$ cat src/common/router_ingress_settings.svh
//////////////////////////////
// Ingress widths, depths and sizes
//////////////////////////////

`ifndef ROUTER_INGRESS_SETTINGS_SVH
`define ROUTER_INGRESS_SETTINGS_SVH

// Physical ingress ports
`define ING_NUM_PORTS 4

// Bytes carried per beat on ports and on the converged bus
`define ING_DATA_BYTES 4

// Per-port packet buffer depth in beats
`define ING_BUF_WORDS 32

// Largest legal packet in beats, used for admission headroom
`define ING_MAX_PKT_WORDS 16

// Admitted-packet counter width
`define ING_CNT_WIDTH 16

`endif

$ cat src/ingress_counter_bank.sv
//////////////////////////////
// Admitted-packet counters
//////////////////////////////

`timescale 1ns/100ps
`include "router_ingress_settings.svh"

module ingress_counter_bank (
    input  logic                      core_clk_ifc,
    input  logic                      packet_sink_reset,
    input  logic [`ING_NUM_PORTS-1:0] admit,
    input  logic [`ING_NUM_PORTS-1:0] ing_cnts_clear,
    output logic [`ING_CNT_WIDTH-1:0] ing_cnts [`ING_NUM_PORTS-1:0]
);

    always_ff @(posedge core_clk_ifc) begin
        if (packet_sink_reset) begin
            for (int i = 0; i < `ING_NUM_PORTS; i++) begin
                ing_cnts[i] <= '0;
            end
        end else begin
            for (int i = 0; i < `ING_NUM_PORTS; i++) begin
                // Clear beats a coincident admit
                if (ing_cnts_clear[i]) begin
                    ing_cnts[i] <= '0;
                end else if (admit[i] && (ing_cnts[i] != '1)) begin
                    // Saturate instead of wrapping
                    ing_cnts[i] <= ing_cnts[i] + 1'b1;
                end
            end
        end
    end

endmodule

$ cat config.mk
export PLATFORM = sky130hd
export DESIGN_NAME = ingress_counter_bank
export DESIGN_NICKNAME = d
export VERILOG_FILES = /design/src/ingress_counter_bank.sv
export VERILOG_INCLUDE_DIRS = /design/src /design/src/common
export SDC_FILE = /design/constraint.sdc
export NUM_CORES = 1
export LEC_CHECK = 0
export BUFFER_PORTS_ARGS = -buffer_cell sky130_fd_sc_hd__buf_2
export CAP_MARGIN = 20
export CORE_MARGIN = 5
export CORE_UTILIZATION = 25
export CTS_CLUSTER_SIZE = 16
export DETAILED_ROUTE_END_ITERATION = 8
export PLACE_DENSITY = 0.45
export SYNTH_ARGS = -nofsm -noshare
export SYNTH_HDL_FRONTEND = slang
export SYNTH_SLANG_ARGS = --single-unit
export TNS_END_PERCENT = 30
$ cat constraint.sdc
create_clock -name core_clk_ifc -period 2.9 [get_ports core_clk_ifc]
set_input_delay 0 -clock core_clk_ifc [delete_from_list [all_inputs] [get_ports core_clk_ifc]]
set_output_delay 0 -clock core_clk_ifc [all_outputs]
set_load 0.05 [all_outputs]
-- Word level (Yosys, flattened, before mapping)
Index checks and enable logic that the tools add are counted.
- magnitude comparators: 0
- muxes and demuxes: 0
- bitwise logic cells: 0
- $add $sub $neg: 4
- multiply operators: 0
- shift-type cells: 0
- equal/unequal tests: 4
- div/mod/pow operators: 0
- reductions and logical operators: 8
- operator list (operator ; number):
    $add A16 B1 Y16 const B ; 4
    $ne A16 B16 Y1 const B ; 4
    $reduce_or A2 Y1 ; 4
    $logic_and A1 B1 Y1 ; 4
- input port bits: 10
- memories: 0
- bits in writable memories: 0
- register bits: 64
- word-level logic and storage cells: 20
- output and inout port bits: 64
- latch bits: 0
- memory bits (read-only): 0

-- Logic depth before layout (Yosys ltp)
- depth after elaboration: 2
- mapped depth: 5
- gate-level depth less buffers: 5

-- Worst setup path before layout
No wires, ideal clock.
- kind: reg-to-reg
- start point: register ing_cnts[16] in the netlist's numbering
- end point: register ing_cnts[30] in the netlist's numbering
- required time: 2.829 ns
- period minus slack after synthesis: 2.086 ns
- arrival: 2.015 ns
- setup slack: 0.814 ns
- setup time: 0.071 ns
- buffers on the path: 0
- stages on the path, launching flop included: 6
- cell sequence: dfxtp_1 > ha_1 > nand4_2 > or2_1 > or4_1 > a21oi_1
- longest elaborated chain between the ends: 2
- elaborated cells on any way between the ends: 3
- those cells by class: add/sub: 1; eq/ne: 1; reduce/logical: 1
- RTL lines (item ; line ; RTL):
    start, declared ; ingress_counter_bank.sv:13 ; output logic [`ING_CNT_WIDTH-1:0] ing_cnts [`ING_NUM_PORTS-1:0]
    start signal, assigned by index ; ingress_counter_bank.sv:28 ; ing_cnts[i] <= ing_cnts[i] + 1'b1;
    branches (longest 2 deep; another with $add A16 B1 Y16) ; -- ;
Several ways; the timed one is not identified.
A chain may end at the register's enable or synchronous reset.

-- Final worst setup path
- start point: register ing_cnts[32] in the netlist's numbering
- end point: register ing_cnts[44] in the netlist's numbering
The elaborated chain is that of the path after synthesis.

==> summary.md <==
After clock tree synthesis, the clock-pin slew on the worst setup and hold paths is 0.05 ns. Timing would allow up to 491 MHz. The number of nets with antenna violations after routing is 0, and the largest driver fanout on the critical path is 11. The run gives 3,404 as the via count. The most congested layer reported by global routing was met2. Of the total power, the clock network draws 51.4%. During synthesis, Yosys emitted a total of 0 warnings.

The count of final max-slew check failures was 0. The met2 demand-to-capacity share in global routing is 18.5%. The non-filler instance count after layout was 656.

The most frequently used flop master after synthesis was sky130_fd_sc_hd__dfxtp_1. Setup slack on the worst reg-to-reg path comes out at 0.86 ns. The standby leakage power is 1.70 nW.

Summing all placed instances gives a cell area of 3910 µm². After synthesis, flip-flops and latches occupy 38.2% of the total area. The area growth from synthesis to layout is 26.2%. TritonCTS built the clock tree.

In the global route stage, overall resource usage came out at 12.1%. After filler insertion, the fill cell instance count of the layout stands at 1,389. The H-tree was split into 3 levels.

The aggregate negative setup slack is 0 ns, and the post-DP HPWL is 6.86 mm. The number of remaining DRC errors is 0, and the post-route fraction of the period consumed by the critical path is 70.3%. Part of the power in registers: 44.8%.

Synthesis instantiated 51 different standard cells from the library. For this design the total switching power over the nets is 434 µW. The final non-filler cell area is 4240 µm². The post-synthesis sequential element count works out to 64.

Worst clock skew on the final layout: 0.00255 ns. Net switching is 21.9% of the power. The min-delay analysis places its worst path in the category input port to flip-flop. The floorplan step defined a core boundary enclosing 13,200 µm². The first global-routing pass estimated 16.0 mm of wire. The number of enable flip-flop cells after synthesis is 0. The biggest area contributor in the post-synthesis netlist is sky130_fd_sc_hd__dfxtp_1. Buffer type at the clock tree root: sky130_fd_sc_hd__clkbuf_16.

The synthesized netlist occupies a cell area of 3360 µm². IR analysis of the VDD net gives a maximum drop of 0.000228 V. Once the clock tree was built, the resizer swapped 0 gates to a different size. Counting every instance in the synthesized netlist gives 396. Summing all multi-input logic gate instances after layout gives 2010 µm². After the last flow step, the layout net total stands at 491. During placement, the flow inserted port buffers numbering 73. The number of core rows was 42. The number of CTS-inserted buffers is 9.

The run gives 637 as the number of cells after detailed placement. The most used standard cell by instance count after synthesis was sky130_fd_sc_hd__dfxtp_1. The number of antenna violations at the first check in global routing is 0. The worst-skew pair later-pin latency is 0.33 ns, and the total die area is 15,900 µm². The TritonCTS sink count came out at 64.

The startpoint of the worst hold path was admit[3]. The via count of the first global-routing pass was 3,149; the height of the chip was 126 µm. After synthesis, the most frequently instantiated cells are 64 x sky130_fd_sc_hd__dfxtp_1, 39 x sky130_fd_sc_hd__nand2_1, 32 x sky130_fd_sc_hd__a21oi_1. In this run the deepest clock path goes through 2 buffers. The number of cells on the worst reg-to-reg path is 4. Kind of capture point of the worst setup path: a flip-flop. In the synthesized netlist the async set-or-reset flop fraction comes to 0%.

The delay of the slowest cell on the worst path was 0.57 ns. The slowest stage of the critical path belongs to the cell sky130_fd_sc_hd__or4_1. The number of hold-repair buffers added at the cts stage came out at 5.

Counting flops per register, the top entry is ing_cnts. 0 antenna diodes ended up in the layout. In this run the count of I/O pins placed on the die edge is 74. The largest registers in the layout are ing_cnts x64.

The register with the most flip-flops in the layout has 64 of them. For the worst setup path, the data required time is 3.12 ns. For this block, the routed nets add up to 9.44 mm of wire. Dividing the detail-routed wire length by the instance count gives 14.4 µm. The met3 track demand over resource in global routing was 2.96%.

The critical path crosses 4 cells after its start point. Setup violations remaining at the end of the flow were counted as 0. The tools report the number of hold violations in the final report as 0.

Traced cell by cell, the critical path runs through ha_1 -> nand4_1 -> or4_1 -> o311a_1. Total power for the finished layout comes to 1.98 mW. For hold timing, the worst endpoint is ing_cnts[49]. The pin slew with the least headroom to its limit was 0.852 ns; the number of detailed-route iterations in the first pass was 4.

Setup repair after global routing left no endpoint under its margin. Counting instances, the worst hold path has a depth of 3. The area share of the largest cell type after synthesis is 38.2%. Synthesis produced a netlist with a net count of 410. In the post-synthesis netlist, the biggest area contributors are sky130_fd_sc_hd__dfxtp_1 38%, sky130_fd_sc_hd__a21oi_1 4.8%, sky130_fd_sc_hd__nand2_1 4.4%. Cells with a size suffix above 1 make up 21.5% of the layout. For the met1 track demand over resource, the log shows 16.3%. The final estimated routing congestion in global placement was 0.786; the combined buffer and inverter count along the critical path was 0. The mean instance size in the synthesized netlist was 8.48 µm²; the relative slew slack was 43.0%. Summing all flip-flop and latch instances after layout gives 1280 µm². The number of setup buffers added after CTS is 0, and the total of max-cap violations is 0.

For this configuration, the core starts out at a cell density of 25.5%. The critical path is of the flip-flop to flip-flop type. The number of vias per cell was 5.19; the minimum clock period after layout was 2.04 ns. The internal power of the cells totals 1.55 mW.

Per report_power, the combinational group accounts for 3.8% of the total. The DRC violation total after the first TritonRoute iteration was 153. The endpoint of the lowest-slack register-to-register path was ing_cnts[44]. For the worst setup path, the data arrival time is 2.25 ns.

Worst reg2reg path startpoint: ing_cnts[32]. In this run the horizontal extent of the chip is 126 µm. The cell area power density was 468 nW/µm². The flow ran to the end, and the final reports show no timing, DRC or antenna violations. For this run the aggregate overflow at the end of global routing stands at 0.

The startpoint type of the worst setup path is a flip-flop. In this design, the largest share of critical-path delay is due to simple AND/OR/NAND/NOR gates. Entering global routing, the biggest net connects 18 pins.
worst max-delay path by stage:
stage | to | start
after CTS | ing_cnts[44] | ing_cnts[32]
after detailed placement | ing_cnts[44] | ing_cnts[32]
after global placement | ing_cnts[44] | ing_cnts[32]
after global routing | ing_cnts[14] | ing_cnts[0]
after floorplan | ing_cnts[30] | ing_cnts[16]
final | ing_cnts[44] | ing_cnts[32]
power groups by stage:
stage / combinational, mW / clock (mW) / sequential, mW
2_1_floorplan: 0.0320 / 0 / 0.918
3_3_place_gp: 0.0705 / 0 / 0.906
3_5_place_dp: 0.0710 / 0 / 0.906
4_1_cts: 0.0767 / 1.06 / 0.887
5_1_grt: 0.0842 / 1.09 / 0.887
6_report: 0.0755 / 1.02 / 0.888
area by class of cell:
| cell class | count | area share, % |
|---|---|---|
| inverters | 9 | 0.797 |
| repair buffers | 78 | 9.81 |
| well taps | 176 | 5.20 |
| clock buffers | 14 | 6.47 |
| flip-flops and latches | 64 | 30.2 |
| multi-input cells | 315 | 47.5 |
tightest hold or removal path, delay by kind of cell:
kind	cells	cell delay, ns
buffers and inverters	1	0.14
AOI/OAI and AO/OA	2	0.16
through the flow:
step	util [%]	setup slack (ns)	hold WS (ns)
final	32.1	0.863	0.0209
after global routing	32.1	0.671	0.0344
after CTS	32.1	0.887	0.00871
after detailed placement	29.7	0.892	0.301
after global placement	29.7	0.927	0.301
after floorplan	-	0.814	0.161
cells in the final DEF (no fill, tap or decap), types with 5 or more instances in the layout:
cell and count:
sky130_fd_sc_hd__or4_1 9, sky130_fd_sc_hd__dlygate4sd3_1 5, sky130_fd_sc_hd__nor3_1 13, sky130_fd_sc_hd__inv_1 9, sky130_fd_sc_hd__dfxtp_1 64, sky130_fd_sc_hd__a211oi_1 6
sky130_fd_sc_hd__nand2_1 39, sky130_fd_sc_hd__mux2i_1 12, sky130_fd_sc_hd__a21oi_1 32, sky130_fd_sc_hd__o31ai_1 9, sky130_fd_sc_hd__buf_2 73, sky130_fd_sc_hd__or3_1 19
sky130_fd_sc_hd__nor2_1 22, sky130_fd_sc_hd__a31oi_1 10, sky130_fd_sc_hd__nand4_1 22, sky130_fd_sc_hd__and4_1 8, sky130_fd_sc_hd__clkbuf_16 9, sky130_fd_sc_hd__and2_1 5
sky130_fd_sc_hd__and3_1 16, sky130_fd_sc_hd__o21ai_0 22, sky130_fd_sc_hd__nand3_1 15
cells by family after synthesis:
family          Yosys count  share of synthesized area (%)
xor+xnor                  3                          0.783
mux                      12                           3.58
compound gates          102                           19.8
simple gates            194                           34.3
buf+inv                  17                           1.94
flops                    64                           38.2
fa+ha+maj                 4                           1.49
metal layers:
layer | wire [µm] | vias up | share of wire [%]
met1 | 4630 | 1605 | 49
li1 | - | 1719 | -
met2 | 4210 | 65 | 45
met4 | 187 | 0 | 2.0
met3 | 409 | 15 | 4.3
met5 | 0 | - | 0
Note: power is estimated with default switching activity, not from simulation.
